==> config.mk <==
export PLATFORM = sky130hd
export DESIGN_NAME = frame_status_counters
export DESIGN_NICKNAME = d
export VERILOG_FILES = /design/src/axis_pkg.sv /design/src/frame_status_counters.sv
export VERILOG_INCLUDE_DIRS = /design/src /design/src/include
export SDC_FILE = /design/constraint.sdc
export NUM_CORES = 1
export LEC_CHECK = 0
export BUFFER_PORTS_ARGS = -buffer_cell sky130_fd_sc_hd__buf_2
export CAP_MARGIN = 20
export CORE_MARGIN = 3
export CORE_UTILIZATION = 55
export DETAILED_ROUTE_END_ITERATION = 16
export PLACE_DENSITY = 0.81
export SYNTH_ARGS = -nofsm -noshare
export SYNTH_HDL_FRONTEND = slang
export SYNTH_SLANG_ARGS = --single-unit
==> constraint.sdc <==
create_clock -name clk -period 2.47 [get_ports clk]
set_clock_uncertainty 0.15 [all_clocks]
set_input_delay 0.1235 -clock clk [delete_from_list [all_inputs] [get_ports clk]]
set_output_delay 0.1235 -clock clk [all_outputs]
set_load 0.02 [all_outputs]
==> src/include/axis_params.svh <==
`ifndef AXIS_PARAMS_SVH
`define AXIS_PARAMS_SVH

////////////////////////////////////////////////////////////////////////////
// stream widths
////////////////////////////////////////////////////////////////////////////

`define AXIS_DATA_W 8           // data bits per beat.

////////////////////////////////////////////////////////////////////////////
// FIFO and aggregator sizing
////////////////////////////////////////////////////////////////////////////

`define AXIS_FIFO_ADDR_W 4      // 16 entries per port.

`define AXIS_NUM_PORTS 2        // input ports into the arbiter.

////////////////////////////////////////////////////////////////////////////
// statistics
////////////////////////////////////////////////////////////////////////////

`define AXIS_CNT_W 16           // saturating frame counters.

`endif

==> src/axis_pkg.sv <==
`default_nettype none

`include "axis_params.svh"

package axis_pkg;

  // port id width, never below one bit.
  localparam int AXIS_PORT_W = (`AXIS_NUM_PORTS > 1) ? $clog2(`AXIS_NUM_PORTS) : 1;

  // one beat on an input port and inside a FIFO.
  typedef struct packed {
    logic [`AXIS_DATA_W-1:0] data;
    logic                    last;   // end of frame.
    logic                    bad;    // frame error, looked at on last only.
  } axis_beat_t;

  // beat on the shared output, tagged with its source.
  typedef struct packed {
    logic [AXIS_PORT_W-1:0] port;
    axis_beat_t             beat;
  } axis_out_beat_t;

  // single cycle pulses per finished frame.
  typedef struct packed {
    logic good;
    logic bad;
    logic overflow;
  } frame_status_t;

endpackage

`default_nettype wire

==> src/frame_status_counters.sv <==
`default_nettype none

`include "axis_params.svh"

module frame_status_counters (
  input  logic                    clk,
  input  logic                    rst,
  input  axis_pkg::frame_status_t status         [`AXIS_NUM_PORTS],
  output logic [`AXIS_CNT_W-1:0]  good_count     [`AXIS_NUM_PORTS],
  output logic [`AXIS_CNT_W-1:0]  bad_count      [`AXIS_NUM_PORTS],
  output logic [`AXIS_CNT_W-1:0]  overflow_count [`AXIS_NUM_PORTS]
);

  localparam int NUM_PORTS = `AXIS_NUM_PORTS;
  localparam int CNT_W     = `AXIS_CNT_W;

  // sticks at all ones.
  function automatic logic [CNT_W-1:0] sat_inc(input logic [CNT_W-1:0] cnt,
                                               input logic             en);
    if (en && (cnt != '1)) begin
      return cnt + 1'b1;
    end
    return cnt;
  endfunction

  always_ff @(posedge clk) begin
    if (rst) begin
      for (int p = 0; p < NUM_PORTS; p++) begin
        good_count[p]     <= '0;
        bad_count[p]      <= '0;
        overflow_count[p] <= '0;
      end
    end else begin
      for (int p = 0; p < NUM_PORTS; p++) begin
        good_count[p]     <= sat_inc(good_count[p], status[p].good);
        bad_count[p]      <= sat_inc(bad_count[p], status[p].bad);
        overflow_count[p] <= sat_inc(overflow_count[p], status[p].overflow);
      end
    end
  end

endmodule

`default_nettype wire

# ---- Yosys cells after proc, flatten, opt, wreduce, memory -nomap -nowiden
# Index checks and enable logic that the tools add are counted.
dict set report totals {
  register_bits 96
  latch_bits 0
  ram_bits 0
  rom_bits 0
  word_cells 42
  mem_count 0
}
dict set report op_classes {
  add_sub_neg 6
  multipliers 0
  div 0
  n_lt_le_gt_ge 0
  eq_ne 6
  shifts 0
  n_mux 18
  bitwise_logic 0
  n_reduce_logical 6
}
# op count
set ops {}
lappend ops {{adder 16 x 1 -> 16 bit, second input constant} 6}
lappend ops {{2-to-1 mux 16 bit} 6}
lappend ops {{!= test 16 bit, second input constant} 6}
lappend ops {{2-to-1 mux 1 bit} 12}
lappend ops {{logical AND 1 bit} 6}

# ---- Logic depth before layout (Yosys ltp)
# Gate-level depths: netlist (run 1).
dict set report depth {
  ltp_word 4
  depth_mapped 6
}

# ---- Worst setup path after synthesis (run 1)
# OpenSTA, ideal clock, no wires.
dict set report synth_timing {
  kind {reg2reg}
  startpoint {register overflow_count[0] in the netlist's numbering}
  endpoint {register overflow_count[14] in the netlist's numbering}
  setup_ns 0.070
  arrival_time_ns 1.992
  required_ns 2.250
  path_slack_ns 0.258
  stages_incl_launch_ff 7
  period_less_slack_ns 2.212
  cell_sequence {dfxtp_1 > ha_1 > nand4_1 > or2_2 > clkbuf_1 > or4_1 > a21oi_1}
}
dict set report synth_between {
  elab_chain_len 4
  word_cells_on_any_way 6
}
# element line
set synth_rtl {}
lappend synth_rtl {{start, declared} frame_status_counters.sv:11} ;# output logic [`AXIS_CNT_W-1:0] overflow_count [`AXIS_NUM_PORTS]
lappend synth_rtl {{start signal, assigned by index} frame_status_counters.sv:37} ;# overflow_count[p] <= sat_inc(overflow_count[p], status[p].overflow);
lappend synth_rtl {{branches (longest 4 deep; another with adder 16 x 1 -> 16 bit)} -}
# Several ways; the timed one is not identified. The select of a mux whose other input is x is not followed.
# A chain may end at the register's enable or synchronous reset.

# ---- Worst setup path in the final report (run 1)
dict set report layout_timing {
  startpoint {register good_count[23] in the netlist's numbering}
  endpoint {register good_count[31] in the netlist's numbering}
}
dict set report layout_between {
  elab_chain_len 4
  word_cells_on_any_way 6
}
# element line
set layout_rtl {}
lappend layout_rtl {{start, declared} frame_status_counters.sv:9} ;# output logic [`AXIS_CNT_W-1:0] good_count [`AXIS_NUM_PORTS],
lappend layout_rtl {{start signal, assigned by index} frame_status_counters.sv:35} ;# good_count[p] <= sat_inc(good_count[p], status[p].good);
lappend layout_rtl {{branches (longest 4 deep; another with adder 16 x 1 -> 16 bit)} -}
# Several ways; the timed one is not identified. The select of a mux whose other input is x is not followed.

==> out/metrics.csv, run 1 <==
stage,metric,value,unit
detailed_routing,wl_per_cell,15.10,µm
floorplan,die_x,99.13,µm
sta,setup_viol,0,
logic_synthesis,synth_edf_count,0,
logic_synthesis,synth_warnings,0,
worst_setup_path,cp-start-kind,flop,
logic_synthesis,synth.ff_latch_count,96,
clocking,htree_levels,3,
detailed_routing,viasPerCell,6.261,
floorplan,core,0.008299,mm²
sta,worstMarginPinSlew,693.5,ps
place,place.port_buffers,103,
detailed_routing,wl,11730,µm
global_route,busiest_layer,met2,
global_route,overflow,0,
detailed_routing,dr.first_iter.drc_count,210,
worst_setup_path,crit_required,2530,ps
sta,setup_slack,349.7,ps
place,place_congestion,0.9021,
logic_synthesis,synth_nets,569,
logic_synthesis,syn_inst,555,
worst_setup_path,critPathBufInv,0,
place,dp.cells,760,
detailed_routing,drtAntennaViolNets,0,
global_route,antenna_found_initial,0,
worst_setup_path,arrival,2180,ps
detailed_routing,route.detailed.drc,0,
layout,final_common_cell,buf_2,
sta,finalCriticalPeriod,2120,ps
logic_synthesis,yosysTopAreaCell,dfxtp_1,
worst_setup_path,crit_family,simple AND/OR/NAND/NOR gates,
worst_setup_path,crit_type,reg2reg,
run_status,status,"finished, final reports clean",
place,pre_cts_ws,395.6,ps
power_and_ir_drop,powerDensity,500.8,mW/mm²
floorplan,rows,33,
layout,diodes,0,
logic_synthesis,synthFlopType,dfxtp_1,
layout,multi_input_area,0.002708,mm²
clocking,cts_root_buf,clkbuf_8,
detailed_routing,vias,4865,
clocking,cts_tree,yes,
worst_hold_path,worst_hold_path_type,in2reg,
logic_synthesis,synth.distinct_cells,55,
floorplan,dieArea,0.009826,mm²
floorplan,die_h,99.13,µm
worst_setup_path,critPathMaxFanout,10,
sta,slew_violations,0,
place,hpwl,8415,µm
logic_synthesis,yosysSeqAreaShare,0.4029,
clocking,cts_buffer_depth,2,
layout,mostFrequentLayoutCells,"103 x buf_2, 96 x dfxtp_1, 49 x nor2_1",
layout,seq_area,0.001922,mm²
sta,max_freq,0.4716,GHz
global_route,gr-usage-met3,0.04979,
clocking,clkSinkCount,96,
global_route,grt_pass1_vias,4206,
logic_synthesis,yosys-top-cells-area,"dfxtp_1 40%, a21oi_1 5.0%, nand3_1 3.9%, nor2_1 3.9%, nand4_1 3.8%",
layout,drive_above_1_share,0.2173,
clocking,postCtsResizedCells,0,
sta,finalCritPeriodShare,0.8584,
power_and_ir_drop,leakage,2.213,nW
layout,fin_nets,683,
sta,hold_viol_final,0,
sta,fin_tns_setup,0,ps
floorplan,start_util,0.5747,
worst_setup_path,cpMaxStageDelayCell,or4b_1,
layout,areaGrowthSynthToFinish,18.97,%
sta,rsz0062_at_grt,no,
clocking,numCtsBuffers,9,
detailed_routing,first_pass_iters,5,
global_route,track_usage,0.2352,
clocking,clk_pin_slew,90,ps
global_route,grt_pass1_wl,19720,µm
worst_setup_path,worstPathCellList,nand4_2 > or4b_1 > o311ai_0 > o41ai_1,
layout,fill_cells,683,
global_route,grt_max_degree,39,
layout,final_cells,777,
sta,relSlewSlack,0.5316,
clocking,cts_setup_buffers,0,
floorplan,ios,104,
clocking,clk_latency,340,ps
job,max_cap_viol_count,0,
worst_setup_path,end_kind,flop,
logic_synthesis,synth_top_area_share,0.4029,
logic_synthesis,synth-async-reset-ratio,0,
sta,hold_slack,18.70,ps
worst_setup_path,max_stage_delay,640,ps
global_route,met2_usage,0.3776,
logic_synthesis,mappedNetlistArea,0.004770,mm²
global_route,use_met1,0.3235,
logic_synthesis,synth_area_per_cell,8.594,µm²
power_and_ir_drop,vdd_drop_max,0.3321,mV
==> final timing paths <==
check | start | to | slack (ps) | cells past startpoint
max | good_count[23]$_SDFFE_PP0P_ | good_count[31]$_SDFFE_PP0P_ | 350 | 4
min | rst | bad_count[10]$_SDFFE_PP0P_ | 20 | 2
max reg2reg | good_count[23]$_SDFFE_PP0P_ | good_count[31]$_SDFFE_PP0P_ | 350 | 4
min reg2reg | good_count[15]$_SDFFE_PP0P_ | good_count[15]$_SDFFE_PP0P_ | 350 | 2
==> Yosys cell counts (all sizes together) (2+ instances only) <==
master / n
dfxtp: 96
nor2: 49
a21oi: 48
nand3: 37
nand4: 31
nand2: 29
nor3: 24
o21ai: 24
o31ai: 21
or4: 20
or3: 19
inv: 15
clkbuf: 13
and3: 11
and4: 11
nor4: 11
o41ai: 10
mux2i: 8
a211oi: 6
ha: 6
xor2: 6
mux2: 5
nor2b: 5
o211ai: 5
xnor2: 4
a2111oi: 3
a311oi: 3
o211a: 3
o311ai: 3
o31a: 3
or2: 3
a31oi: 2
and2: 2
buf: 2
nor4b: 2
nor4bb: 2
o2111ai: 2
o21a: 2
o311a: 2
or4b: 2
==> report_power, final <==
part	total, mW	internal, mW	switching, mW
registers	1.59	1.57	0.0254
logic	0.157	0.0564	0.100
clock network	1.09	0.588	0.505
==> per-stage QoR <==
| stage | cell area [µm²] | util | total power, mW |
|---|---|---|---|
| global placement | 5435 | 0.6549 | 1.773 |
| detailed placement | 5435 | 0.6549 | 1.781 |
| floorplan | 4770 | - | 1.724 |
| global route | 5674 | 0.6837 | 2.965 |
| finish | 5674 | 0.6837 | 2.842 |
| CTS | 5674 | 0.6837 | 2.881 |
==> flip-flops by register name (all words and copies together), names as in the netlist <==
name	flops
bad_count	32
overflow_count	32
good_count	32
==> final cells by class <==
cell class | count | share of cell area
timing repair buffer | 118 | 0.1142
sequential | 96 | 0.3387
inverter | 15 | 0.009923
multi-input combinational | 429 | 0.4772
clock buffer | 11 | 0.02492
clock inverter | 3 | 0.01191
tap | 105 | 0.02315
==> cell families (layout without fill, tap and decap cells) <==
| kind of cell | Yosys count | after routing | synth area share |
|---|---|---|---|
| simple gates | 261 | 261 | 0.3085 |
| flops | 96 | 96 | 0.4029 |
| buf+inv | 30 | 147 | 0.02938 |
| fa+ha+maj | 6 | 6 | 0.01574 |
| mux | 13 | 13 | 0.02859 |
| xor+xnor | 10 | 10 | 0.01836 |
| compound gates | 139 | 139 | 0.1965 |
==> what timing repair did <==
action | 4_1_cts | 5_1_grt
endpoints found under the setup margin | 0 | 0
endpoints found under the hold margin | 5 | 0
hold buffers | 3 | 0
==> routing by layer <==
metal | wire [µm] | share of wire
met1 | 5355 | 0.46
met5 | 0 | 0
met3 | 704 | 0.060
met4 | 65 | 0.0055
met2 | 5605 | 0.48
Note: power is estimated with default switching activity, not from simulation.
==> inputs of run 2 (changes only) <==
==> constraint.sdc (replaced) <==
create_clock -name clk -period 2.47 [get_ports clk]
set_clock_uncertainty 0.15 [all_clocks]
set_input_delay 0.247 -clock clk [delete_from_list [all_inputs] [get_ports clk]]
set_output_delay 0.247 -clock clk [all_outputs]
set_load 0.02 [all_outputs]
==> out/metrics.csv, run 2 (same netlist as run 1, synthesis figures left out) <==
stage,metric,value,unit
run_status,status,"finished, final reports clean",
place,place_congestion,0.9040,
sta,slew_violations,0,
global_route,overflow,0,
global_route,antenna_found_initial,0,
floorplan,start_util,0.5747,
detailed_routing,first_pass_iters,5,
place,place.port_buffers,103,
sta,relSlewSlack,0.5897,
worst_setup_path,arrival,2300,ps
detailed_routing,drtAntennaViolNets,0,
worst_hold_path,whs_path_depth,3,
sta,finalCritPeriodShare,0.8752,
layout,mostFrequentLayoutCells,"103 x buf_2, 96 x dfxtp_1, 49 x nor2_1",
detailed_routing,wl,11670,µm
floorplan,rows,33,
detailed_routing,dr.first_iter.drc_count,264,
layout,fin_nets,680,
sta,fin_tns_setup,0,ps
layout,top_regs,"bad_count: 32 flops, good_count: 32 flops, overflow_count: 32 flops",
layout,diodes,0,
worst_setup_path,rr_worst_depth,5,
sta,worstMarginPinSlew,608.8,ps
global_route,grt_max_degree,32,
floorplan,die_x,99.13,µm
worst_setup_path,end_kind,flop,
clocking,cts_root_buf,clkbuf_8,
layout,final_common_cell,buf_2,
clocking,clk_latency,350,ps
worst_setup_path,crit_required,2610,ps
floorplan,core,0.008299,mm²
sta,max_freq,0.4626,GHz
sta,setup_viol,0,
power_and_ir_drop,vdd_drop_max,0.3284,mV
worst_setup_path,critPathMaxFanout,9,
power_and_ir_drop,leakage,2.190,nW
clocking,numCtsBuffers,9,
sta,hold_viol_final,0,
global_route,grt_pass1_vias,4352,
layout,drive_above_1_share,0.2221,
power_and_ir_drop,p_total,2.781,mW
floorplan,dieArea,0.009826,mm²
clocking,cts_tree,yes,
layout,areaGrowthSynthToFinish,17.97,%
global_route,track_usage,0.2345,
place,hpwl,8409,µm
detailed_routing,vias,4850,
clocking,htree_levels,3,
worst_setup_path,cp-start-kind,flop,
detailed_routing,wl_per_cell,15.04,µm
job,max_cap_viol_count,0,
clocking,postCtsResizedCells,0,
clocking,cts_setup_buffers,0,
clocking,cts_buffer_depth,2,
clocking,clkSinkCount,96,
detailed_routing,viasPerCell,6.250,
layout,postLayoutCoreUtil,0.6780,
sta,finalCriticalPeriod,2162,ps
worst_hold_path,worst_hold_path_type,in2reg,
global_route,grt_pass1_wl,19840,µm
worst_setup_path,crit_type,reg2reg,
floorplan,die_h,99.13,µm
floorplan,ios,104,
clocking,clk_pin_slew,100,ps
power_and_ir_drop,powerDensity,494.2,mW/mm²
worst_setup_path,r2r_slack,310,ps
sta,rsz0062_at_grt,no,
clocking,cts_hold_buf,0,
detailed_routing,route.detailed.drc,0,
sta,hold_slack,51.70,ps
## run 2: final timing paths
kind,from,end
worst max-delay path,overflow_count[0]$_SDFFE_PP0P_,overflow_count[14]$_SDFFE_PP0P_
worst min register to register,good_count[15]$_SDFFE_PP0P_,good_count[15]$_SDFFE_PP0P_
worst max register to register,overflow_count[0]$_SDFFE_PP0P_,overflow_count[14]$_SDFFE_PP0P_
worst min-delay path,status[2],good_count[1]$_SDFFE_PP0P_
## run 2: routing by layer
layer | vias to the layer above | routed length [µm] | GRT usage
met4 | 0 | 143 | 0.07143
met3 | 14 | 678 | 0.05610
met2 | 136 | 5559 | 0.3791
met5 | - | 0 | 0
met1 | 2310 | 5287 | 0.3120
li1 | 2390 | - | -
## run 2: per-stage QoR
step	worst slack [ps]	area, µm²	cells
detailed placement	334.4	5423	760
finish	308.2	5627	776
floorplan	258.2	4770	555
global placement	436.8	5423	760
CTS	309.5	5627	776
global route	175.1	5627	776
## run 2: critical path, cell delays in order (launching register included)
cell and delay (ps):
dfxtp_1 460, ha_1 310, nand4_1 140, or2_2 370, or4_1 520, a21oi_1 150
## run 2: report_power, final
group	switching [mW]	total, mW	internal, mW
Clock	0.542	1.04	0.498
Combinational	0.0981	0.149	0.0509
Sequential	0.0255	1.59	1.57
Total	0.666	2.78	2.12
## run 2: layout make-up
type                    instances  area [µm²]
inverters                      15       56.30
multi-input cells             429        2708
clock buffers                  10       137.6
flip-flops and latches         96        1922
well taps                     105       131.4
fillers                       714        2673
clock inverters                 6       66.31
repair buffers                115       605.6
