$ cat config.mk
export PLATFORM = sky130hd
export DESIGN_NAME = axis_frame_fifo
export DESIGN_NICKNAME = d
export VERILOG_FILES = /design/src/axis_pkg.sv /design/src/axis_frame_fifo.sv
export VERILOG_INCLUDE_DIRS = /design/src /design/src/include
export SDC_FILE = /design/constraint.sdc
export NUM_CORES = 1
export LEC_CHECK = 0
export BUFFER_PORTS_ARGS = -buffer_cell sky130_fd_sc_hd__buf_2
export CORE_MARGIN = 1.5
export CORE_UTILIZATION = 45
export DETAILED_ROUTE_END_ITERATION = 12
export PLACE_DENSITY = 0.68
export SYNTH_ARGS = -nofsm -noshare
export SYNTH_HDL_FRONTEND = slang
export SYNTH_SLANG_ARGS = --single-unit
$ cat constraint.sdc
create_clock -name clk -period 6.3 [get_ports clk]
set_clock_uncertainty 0.05 [all_clocks]
set_input_delay 1.89 -clock clk [delete_from_list [all_inputs] [get_ports clk]]
set_output_delay 1.89 -clock clk [all_outputs]
set_load 0.05 [all_outputs]
$ cat src/include/axis_params.svh
`ifndef AXIS_PARAMS_SVH
`define AXIS_PARAMS_SVH

////////////////////////////////////////////////////////////////////////////
// stream widths
////////////////////////////////////////////////////////////////////////////

`define AXIS_DATA_W 8           // data bits per beat.

////////////////////////////////////////////////////////////////////////////
// FIFO and aggregator sizing
////////////////////////////////////////////////////////////////////////////

`define AXIS_FIFO_ADDR_W 4      // 16 entries per port.

`define AXIS_NUM_PORTS 2        // input ports into the arbiter.

////////////////////////////////////////////////////////////////////////////
// statistics
////////////////////////////////////////////////////////////////////////////

`define AXIS_CNT_W 16           // saturating frame counters.

`endif

$ cat src/axis_pkg.sv
`default_nettype none

`include "axis_params.svh"

package axis_pkg;

  // port id width, never below one bit.
  localparam int AXIS_PORT_W = (`AXIS_NUM_PORTS > 1) ? $clog2(`AXIS_NUM_PORTS) : 1;

  // one beat on an input port and inside a FIFO.
  typedef struct packed {
    logic [`AXIS_DATA_W-1:0] data;
    logic                    last;   // end of frame.
    logic                    bad;    // frame error, looked at on last only.
  } axis_beat_t;

  // beat on the shared output, tagged with its source.
  typedef struct packed {
    logic [AXIS_PORT_W-1:0] port;
    axis_beat_t             beat;
  } axis_out_beat_t;

  // single cycle pulses per finished frame.
  typedef struct packed {
    logic good;
    logic bad;
    logic overflow;
  } frame_status_t;

endpackage

`default_nettype wire

$ cat src/axis_frame_fifo.sv
`default_nettype none

`include "axis_params.svh"

module axis_frame_fifo (
  input  logic                    clk,
  input  logic                    rst,
  input  logic                    s_valid,
  output logic                    s_ready,
  input  axis_pkg::axis_beat_t    s_beat,
  output logic                    m_valid,
  input  logic                    m_ready,
  output axis_pkg::axis_beat_t    m_beat,
  output axis_pkg::frame_status_t status
);
  import axis_pkg::*;

  localparam int ADDR_W = `AXIS_FIFO_ADDR_W;
  localparam int DEPTH  = 2 ** ADDR_W;

  axis_beat_t      mem [DEPTH];

  logic [ADDR_W:0] wr_ptr;            // committed frames end here.
  logic [ADDR_W:0] wr_ptr_next;
  logic [ADDR_W:0] wr_ptr_cur;        // frame in progress.
  logic [ADDR_W:0] wr_ptr_cur_next;
  logic [ADDR_W:0] rd_ptr;            // next entry to fetch.
  logic [ADDR_W:0] rel_ptr;           // entries handed out on the m side.
  logic [ADDR_W:0] used_cur;

  logic            accept;
  logic            write;
  logic            full_cur;
  logic            empty;
  logic            drop_frame;
  logic            drop_frame_next;
  frame_status_t   status_next;

  axis_beat_t      mem_rd_data;
  logic            mem_rd_valid;
  logic            load_mem;
  logic            fetch;
  logic            store_output;

  ////////////////////////////////////////////////////////////////////////////
  // write side
  ////////////////////////////////////////////////////////////////////////////

  assign s_ready = 1'b1;              // frames are dropped, never stalled.
  assign accept  = s_valid && s_ready;

  // space is only given back once a beat has left on the m side.
  assign used_cur = wr_ptr_cur - rel_ptr;
  assign full_cur = used_cur[ADDR_W];

  always_comb begin
    write           = 1'b0;
    wr_ptr_next     = wr_ptr;
    wr_ptr_cur_next = wr_ptr_cur;
    drop_frame_next = drop_frame;
    status_next     = '0;
    if (accept) begin
      if (full_cur || drop_frame) begin
        drop_frame_next = 1'b1;       // swallow the rest of the frame.
        if (s_beat.last) begin
          drop_frame_next      = 1'b0;
          wr_ptr_cur_next      = wr_ptr;
          status_next.overflow = 1'b1;
        end
      end else begin
        write           = 1'b1;
        wr_ptr_cur_next = wr_ptr_cur + 1'b1;
        if (s_beat.last) begin
          if (s_beat.bad) begin
            wr_ptr_cur_next = wr_ptr; // rewind.
            status_next.bad = 1'b1;
          end else begin
            wr_ptr_next      = wr_ptr_cur + 1'b1;
            status_next.good = 1'b1;
          end
        end
      end
    end
  end

  always_ff @(posedge clk) begin
    if (rst) begin
      wr_ptr     <= '0;
      wr_ptr_cur <= '0;
      drop_frame <= 1'b0;
      status     <= '0;
    end else begin
      wr_ptr     <= wr_ptr_next;
      wr_ptr_cur <= wr_ptr_cur_next;
      drop_frame <= drop_frame_next;
      status     <= status_next;
    end
  end

  always_ff @(posedge clk) begin
    if (write) begin
      mem[wr_ptr_cur[ADDR_W-1:0]] <= s_beat;
    end
  end

  ////////////////////////////////////////////////////////////////////////////
  // read side
  ////////////////////////////////////////////////////////////////////////////

  assign empty        = (rd_ptr == wr_ptr); // committed space only.
  assign store_output = m_ready || !m_valid;
  assign load_mem     = store_output || !mem_rd_valid;
  assign fetch        = load_mem && !empty;

  always_ff @(posedge clk) begin
    if (rst) begin
      rd_ptr       <= '0;
      rel_ptr      <= '0;
      mem_rd_valid <= 1'b0;
      m_valid      <= 1'b0;
    end else begin
      if (fetch) begin
        rd_ptr <= rd_ptr + 1'b1;
      end
      if (load_mem) begin
        mem_rd_valid <= !empty;
      end
      if (store_output) begin
        m_valid <= mem_rd_valid;
      end
      if (m_valid && m_ready) begin
        rel_ptr <= rel_ptr + 1'b1;    // entry is free again.
      end
    end
  end

  always_ff @(posedge clk) begin
    if (fetch) begin
      mem_rd_data <= mem[rd_ptr[ADDR_W-1:0]];
    end
    if (store_output) begin
      m_beat <= mem_rd_data;          // held while stalled.
    end
  end

endmodule

`default_nettype wire

# Yosys cells after proc, flatten, opt, wreduce, memory -nomap -nowiden
# Memory sizes are Yosys's and may differ from the RTL's. A register that Yosys moved wholly into a read port is not among the register bits.
# Index checks and enable logic that the tools add are counted.
[op_classes] addsub=4 n_mul=0 div=0 order_cmp=0 eq_ne=2 shifts=0 n_mux=12 bitwise_logic=3 n_reduce_logical=13
[op_table] op="$mux W5" count=4
[op_table] op="$add A5 B1 Y5 const B" count=3
[op_table] op="$mux W1" count=8
[op_table] op="$eq A5 B5 Y1" count=1
[op_table] op="$sub A5 B5 Y5" count=1
[op_table] op="$reduce_and A2 Y1" count=2
[op_table] op="$reduce_or A4 Y1" count=1
[op_table] op="$logic_not A1 Y1" count=3
[op_table] op="$logic_or A1 B1 Y1" count=3
[op_table] op="$not A1 Y1" count=3
[op_table] op="$reduce_and A3 Y1" count=1
[op_table] op="$reduce_or A3 Y1" count=1
[op_table] op="$logic_and A1 B1 Y1" count=2
[op_table] op="$ne A2 B2 Y1 const B" count=1
[totals] reg_bits=36 latchBits=0 ram_bits=160 romBits=0 inputBits=14 out_inout_bits=15 word_cells=48 mem_count=1
[mem_list] memory="mem" depth=16 word_bits=10 read_ports=1 rd_ports_with_merged_regs=1 write_ports=1 line_no="axis_frame_fifo.sv:21" rtl="axis_beat_t mem [DEPTH];"

# Depth between registers and ports, before layout
# Gate-level depths: netlist of run 1.
[logic_depth] ltp_word=6 mapped_depth=9 ltp_nobuf=8

# Worst setup path after synthesis of run 1
# Ideal clock, no wire load.
[synth_path] kind="input to register" from="input port s_valid" to="memory mem[0][0] in the netlist's numbering (enable)" setup_ns=0.390 arrival_time_ns=3.012 required_time_ns=5.860 path_slack_ns=2.848 cell_stages=3 path_buffers=0 cell_sequence="nor2b_1 -> nand3_1 -> nor3_1"
[synth_between] elab_chain_len=3
[synth_rtl] item="from (decl)" line_no="axis_frame_fifo.sv:8" rtl="input logic s_valid,"
[synth_rtl] item="$mux W1" line_no="axis_frame_fifo.sv:62" rtl="if (accept) begin"
[synth_rtl] item="$mux W1" line_no="axis_frame_fifo.sv:101" rtl="if (write) begin"
[synth_rtl] item="$mux W1 (implied by the code)" line_no="axis_frame_fifo.sv:102" rtl="mem[wr_ptr_cur[ADDR_W-1:0]] <= s_beat;"
[synth_rtl] item="to (decl)" line_no="axis_frame_fifo.sv:21"
# Every way passes these cells.

# Final worst setup path of run 1
[layout_path] from="input port s_valid" to="memory mem[13][7] in the netlist's numbering (enable)"
# The elaborated chain is that of the path after synthesis.

==> qor.csv, run 1 <==
metric;value;unit
status;completed;
Clock power frac;0.285;
DR WL/cell;21.1;um
FF-to-FF path depth;7;
IO Count;29;
RR Endpoint;mem[13][7]$_DFFE_PP_;
Die Area;19100;um2
Slew HR;0.334;
slew at the pin closest to its max-slew limit;0.996;ns
DRC Markers;0;
post-synthesis register bit count;206;
xor and xnor area share after synthesis;0.0192;
antenna-violating nets left;0;
Final Critical Period;3.40;ns
Hold EP;m_beat[0]$_DFFE_PP_;
Rows;49;
vias;4106;
CTS Buf Count;20;
Routed met3 length;904;um
ANT cells;0;
synth cell count leaders;edfxtp_1 (180), mux4_2 (40), nor2_1 (36);
post-synthesis sequential area ratio;0.720;
largest net degree at the start of global routing;45;
DR vias/cell;5.58;
top cells by area, synth;edfxtp_1 (66%), mux4_2 (11%), dfxtp_1 (6.3%), mux2i_1 (1.8%), nor2_1 (1.6%);
Congestion Overflow GR;0;
startpoint types;input pin;
Final Hold Viols;0;
Tot Pwr;3930;uW
Crit path buffers/inverters;1;
design area;9190;um2
Critical Path Start;s_valid;
Die Wd;138;um
switch share;0.304;
Gate power share;0.266;
maximum clock path buffer count;3;
crit path DAT;3.45;ns
R2R Setup Slk;3.11;ns
worst reg2reg path startpoint;wr_ptr_cur[2]$_SDFFE_PP0P_;
largest family of logic cells by synthesized area;multiplexers;
RSZ-0062 raised after global routing;no;
Post-Syn Instances;462;
first-pass GRT wire length;24300;um
Hold Path Class;flop to flop;
Root Buffer;clkbuf_16;
post-CTS sizing;0;
Placed Area;8580;um2
CP top delay family;simple AND/OR/NAND/NOR gates;
setup tns final;0;ns
max-cap check violation count;0;
starting density of the core;0.458;
Storage cell area;5930;um2
layout cells sized above 1;0.233;
FILL cells;1436;
metal1 wirelength;6920;um
CTS tree;built;
clock sink total;206;
core area;18000;um2
Mapped Area;8230;um2
H-tree depth;1;
Die Span Y;138;um
Min Hold Slack;0.370;ns
Async S/R FF share, synth;0;
Worst-path clk slew;0.06;ns
drt pass-1 iters;4;
Post-Syn Area per Cell;17.8;um2
total length of routed met2 wires;7550;um
Power Internal;2740;uW
Worst Path Class, Setup;input pin to flop;
Port Buffer Count;27;
P_leak;0.00299;uW
Yosys top cell area share;0.657;
Iteration-0 DRC Markers;431;
Simple-Gate Fraction of Synth Area;0.0595;
area of the multi-input gates;2130;um2
crit end category;flop;
P_sw;1200;uW
Top Metal Used;met4;
WHS Path Cells;0;
synth warn;0;
initial antenna violation count;0;
sequential share of power;0.450;
# hold bufs at CTS;0;
syn_nets;485;
worst ir drop on vdd;0.000208;V
Pins Over Slew Limit;0;
NumNets Final;516;
Post-synth EDFFs;180;
slowest CP cell;nor2_1;
count leader, synth;edfxtp_1;
top_reg_cell synth;edfxtp_1;
total track usage;0.166;
Data required, critical path;6.34;ns
WL final;15600;um
Final HPWL DP;9830;um
multiplexer share of the synthesized area;0.128;
Synth Area in Compound Gates;0.0386;
pwr/cell area;428;nW/um2
Synth area leader;edfxtp_1;
area delta synth->final;11.8;%
Adder-Cell Fraction of Synth Area;0.0137;
hold wc startpoint;mem_rd_data[0]$_DFFE_PP_;
number of global-route vias before repair;4189;
period utilization;0.540;
Setup Viol. Count Final;0;
CP max stage delay;0.81;ns
worst-path cell chain;buf_2, nor2b_1, nand3_1, nor2_1;
fmax;294;MHz
postcts setup bufs;0;
Worst Path Max Fanout;10;
Distinct cells, synth;48;
Skew-Pair Late Insertion Delay;0.48;ns
Final Wtd Congestion;0.753;
==> metal layers <==
metal / track usage / up-vias
met1: 0.236 / 2101
met2: 0.267 / 124
met4: 0.0377 / 0
met3: 0.0322 / 18
met5: 0 / -
li1: - / 1863
==> power groups by stage <==
stage	combinational, uW	sequential, uW	clock (uW)
after floorplan	683	1900	0
after global placement	1040	1790	0
final	1040	1770	1120
after global routing	1130	1790	1190
after detailed placement	1050	1800	0
after CTS	1060	1770	1140
==> placed cells by master (no fill, tap or decap), drive strengths merged, types with 8 or more instances in the layout <==
master,Yosys,routed
dfxtp,26,26
edfxtp,180,180
nor2b,13,13
a21oi,16,16
xnor2,8,8
nand3,9,9
nor3,8,8
buf,13,34
xor2,10,10
mux4,40,40
ha,9,9
nand2,10,10
a211oi,14,14
mux2i,15,15
inv,12,12
nor2,36,36
clkbuf,12,25
clkinv,0,10
==> logic make-up after synthesis <==
logic type	after synthesis
flops	206
buf+inv	37
other cells	1
mux	55
fa+ha+maj	9
simple gates	94
compound gates	42
xor+xnor	18
==> through the flow <==
step	utilization	instances	setup WS, ns
floorplan	-	462	2.85
global placement	0.478	700	2.52
detailed placement	0.478	700	2.41
CTS	0.512	736	2.90
global route	0.512	736	2.79
finish	0.512	736	2.90
==> worst max-delay path by stage <==
| stage | end | slack (ns) | cells after the start |
|---|---|---|---|
| after global placement | mem[11][2]$_DFFE_PP_ | 2.52 | 4 |
| after global routing | mem[13][3]$_DFFE_PP_ | 2.79 | 4 |
| after floorplan | mem[0][0]$_DFFE_PP_ | 2.85 | 3 |
| after detailed placement | mem[13][9]$_DFFE_PP_ | 2.41 | 4 |
| final | mem[13][7]$_DFFE_PP_ | 2.90 | 4 |
| after CTS | mem[13][7]$_DFFE_PP_ | 2.90 | 4 |
==> sequential cells by signal, indices dropped and copies added, names as in the netlist <==
register	count
drop_frame	1
wr_ptr_cur	5
m_beat	10
mem_rd_data	10
rd_ptr	5
mem	160
status	3
rel_ptr	5
mem_rd_valid	1
wr_ptr	5
m_valid	1
==> cell type report <==
cell class                 instances  area share
sequential                       206       0.645
multi-input combinational        219       0.232
clock buffer                      25      0.0588
tap                              229      0.0312
timing repair buffer              34      0.0204
clock inverter                    11     0.00803
inverter                          12     0.00490
Power figures use the tool's default switching activity.
==> run 2: changes to the inputs <==
--- a/config.mk
+++ b/config.mk
@@ -6,11 +6,12 @@
 export SDC_FILE = /design/constraint.sdc
 export NUM_CORES = 1
 export LEC_CHECK = 0
+export ABC_AREA = 1
 export BUFFER_PORTS_ARGS = -buffer_cell sky130_fd_sc_hd__buf_2
 export CORE_MARGIN = 1.5
 export CORE_UTILIZATION = 45
 export DETAILED_ROUTE_END_ITERATION = 12
-export PLACE_DENSITY = 0.68
+export PLACE_DENSITY = 0.7
 export SYNTH_ARGS = -nofsm -noshare
 export SYNTH_HDL_FRONTEND = slang
 export SYNTH_SLANG_ARGS = --single-unit
==> constraint.sdc (replaced) <==
create_clock -name clk -period 2.8 [get_ports clk]
set_clock_uncertainty 0.05 [all_clocks]
set_input_delay 0.84 -clock clk [delete_from_list [all_inputs] [get_ports clk]]
set_output_delay 0.84 -clock clk [all_outputs]
set_load 0.05 [all_outputs]
==> qor.csv, run 2 <==
metric;value;unit;change
DR WL/cell;18.7;um;-11%
Data required, critical path;2.95;ns;-3.39 ns
Clock power frac;0.322;;+0.037
H-tree depth;1;;unchanged
violated checks;design-rule violations;;
top cells by area, synth;edfxtp_1 (64%), dfxtp_1 (6.2%), nor2_1 (5.3%), o21ai_0 (5.2%), nand2_1 (3.9%);;
setup tns final;0;ns;unchanged
pre-CTS setup slack;0.420;ns;-1.99 ns
Iteration-0 DRC Markers;611;;+42%
Final HPWL DP;12000;um;+22%
Worst-path clk slew;0.06;ns;about the same
Hold EP;m_beat[7]$_DFFE_PP_;;
layout cells sized above 1;0.132;;-0.101
Final Wtd Congestion;0.895;;+19%
slew at the pin closest to its max-slew limit;0.999;ns;+0.00369 ns
total track usage;0.193;;+0.0276
RR Endpoint;mem[11][5]$_DFFE_PP_;;
Crit path buffers/inverters;2;;+1
Worst Slack Setup Final;0.441;ns;-2.45 ns
CP top delay family;simple AND/OR/NAND/NOR gates;;
starting density of the core;0.465;;+0.00701
crit end category;flop;;
Yosys top cell area share;0.641;;-0.0165
CTS Buf Count;22;;+10%
RSZ-0062 raised after global routing;no;;
Congestion Overflow GR;0;;unchanged
worst reg2reg path startpoint;wr_ptr_cur[3]$_SDFFE_PP0P_;;
Async S/R FF share, synth;0;;unchanged
DRC Markers;3;;+3
P_sw;3180;uW;+170%
Slew HR;0.331;;-0.00247
synth cell count leaders;edfxtp_1 (180), nor2_1 (119), o21ai_0 (88);;
Distinct cells, synth;32;;-33%
first-pass GRT wire length;28900;um;+19%
clock sink total;206;;unchanged
NumNets Final;776;;+50%
post-CTS sizing;0;;unchanged
Routed met3 length;1390;um;+54%
ANT cells;0;;unchanged
synth warn;0;;unchanged
WL final;18600;um;+20%
Port Buffer Count;27;;unchanged
syn_nets;739;;+52%
Gate power share;0.273;;+0.007
final non-filler cell total;996;;+35%
Hold Path Class;flop to flop;;
Final Critical Period;2.36;ns;
Die Wd;140;um;+1.2%
hold wc startpoint;mem_rd_data[7]$_DFFE_PP_;;
FF-to-FF path depth;9;;+2
Die Area;19600;um2;+2.5%
Pins Over Slew Limit;0;;unchanged
initial antenna violation count;0;;unchanged
DR vias/cell;5.60;;+0.37%
worst-path cell chain;ha_1, a21oi_1, nand3_1, nand2_4, nand3_4, inv_6, nand2_2, nor2_1, buf_4;;
worst ir drop on vdd;0.000793;V;+280%
Skew-Pair Late Insertion Delay;0.50;ns;+0.02 ns
WHS Path Cells;0;;unchanged
most common cell after layout, fill and taps aside;edfxtp_1;;
P_leak;0.00347;uW;+16%
CTS tree;built;;
core area;18100;um2;+1.0%
post-synthesis sequential area ratio;0.702;;-0.0181
Root Buffer;clkbuf_16;;
fmax;424;MHz;
IO Count;29;;unchanged
Post-Syn Instances;716;;+55%
pwr/cell area;1000;nW/um2;+130%
Post-synth EDFFs;180;;unchanged
max-cap check violation count;0;;unchanged
vias;5577;;+36%
Die Span Y;140;um;+1.2%
commonest non-fill, non-tap cells in the layout;edfxtp_1 (180), nor2_1 (119), o21ai_0 (88);;
total length of routed met2 wires;8750;um;+16%
Power Internal;6460;uW;+140%
Final Hold Viols;0;;unchanged
postcts setup bufs;0;;unchanged
R2R Setup Slk;0.44;ns;-2.67 ns
Rows;49;;unchanged
startpoint types;flop;;
number of global-route vias before repair;5227;;+25%
post-synthesis register bit count;206;;unchanged
status;finished, violations left;;
Setup Viol. Count Final;0;;unchanged
Worst Path Class, Setup;flop to flop;;
# hold bufs at CTS;0;;unchanged
switch share;0.330;;+0.0254
maximum clock path buffer count;3;;unchanged
metal1 wirelength;7990;um;+15%
Worst Path Max Fanout;12;;+2
largest net degree at the start of global routing;81;;+80%
CP max stage delay;0.43;ns;-0.38 ns
Finished Core Util;0.532;;+0.0197
Post-Syn Area per Cell;11.8;um2;-34%
Placed Instances;958;;+37%
sequential share of power;0.405;;-0.045
count leader, synth;edfxtp_1;;
period utilization;0.843;;
drt pass-1 iters;9;;+5
Synth area leader;edfxtp_1;;
crit path DAT;2.51;ns;-0.94 ns
Mapped Area;8440;um2;+2.6%
FILL cells;1522;;+6.0%
slowest CP cell;dfxtp_1;;
top_reg_cell synth;edfxtp_1;;
max FFs per register;160;;unchanged
antenna-violating nets left;0;;unchanged
Top Metal Used;met4;;
area delta synth->final;14.3;%;
run 2: kinds of logic (layout without fill, tap and decap cells):
family,count (synthesis),after routing,share of synthesized area
AND/OR/NAND/NOR,270,270,0.138
flip-flops,206,206,0.702
AO/OA/AOI/OAI,152,152,0.102
buffers and inverters,73,124,0.0378
adder cells (fa/ha/maj),9,9,0.0133
XOR/XNOR,5,5,0.00519
other,1,1,0.000444
run 2: worst max path at each step:
stage	start	end	cells past startpoint
global placement	wr_ptr_cur[3]$_SDFFE_PP0P_	mem[8][8]$_DFFE_PP_	9
global route	wr_ptr_cur[3]$_SDFFE_PP0P_	mem[11][2]$_DFFE_PP_	9
CTS	wr_ptr_cur[3]$_SDFFE_PP0P_	mem[11][5]$_DFFE_PP_	9
detailed placement	wr_ptr_cur[3]$_SDFFE_PP0P_	mem[11][4]$_DFFE_PP_	9
floorplan	wr_ptr_cur[3]$_SDFFE_PP0P_	mem[11][0]$_DFFE_PP_	8
finish	wr_ptr_cur[3]$_SDFFE_PP0P_	mem[11][5]$_DFFE_PP_	9
run 2: worst reg2reg max path, delay by kind of cell (launching register included):
kind                     cells  cell delay [ns]
flip-flops                   1             0.43
AO/OA/AOI/OAI                1             0.26
AND/OR/NAND/NOR              5             0.69
adder cells (fa/ha/maj)      1             0.28
buffers and inverters        2             0.36
run 2: power groups by stage:
stage	Clock (uW)	Combinational, uW	Sequential (uW)
4_1_cts	3160	2620	3910
3_3_place_gp	0	2580	3960
6_report	3110	2630	3910
3_5_place_dp	0	2610	3970
5_1_grt	3260	2870	3940
2_1_floorplan	0	1640	4230
run 2: cell type report:
class | count | area (um2) | share of cell area
sequential | 206 | 5930 | 0.614
multi-input combinational | 437 | 2190 | 0.227
clock buffer | 25 | 583 | 0.0604
timing repair buffer | 50 | 308 | 0.0319
tap | 229 | 287 | 0.0297
clock inverter | 13 | 208 | 0.0215
inverter | 36 | 140 | 0.0145
run 2: stage by stage:
step                      power [uW]  hold slack, ns  cell area (um2)
final                           9640           0.367             9650
after global routing           10100           0.372             9650
after CTS                       9680           0.368             9650
after detailed placement        6580           0.355             8850
after global placement          6540           0.351             8850
after floorplan                 5870           0.350             8440
run 2: metal layers:
layer	vias to the layer above	track usage
li1	2638	-
met1	2682	0.267
met2	226	0.317
met3	31	0.0291
met4	0	0.0626
met5	-	0
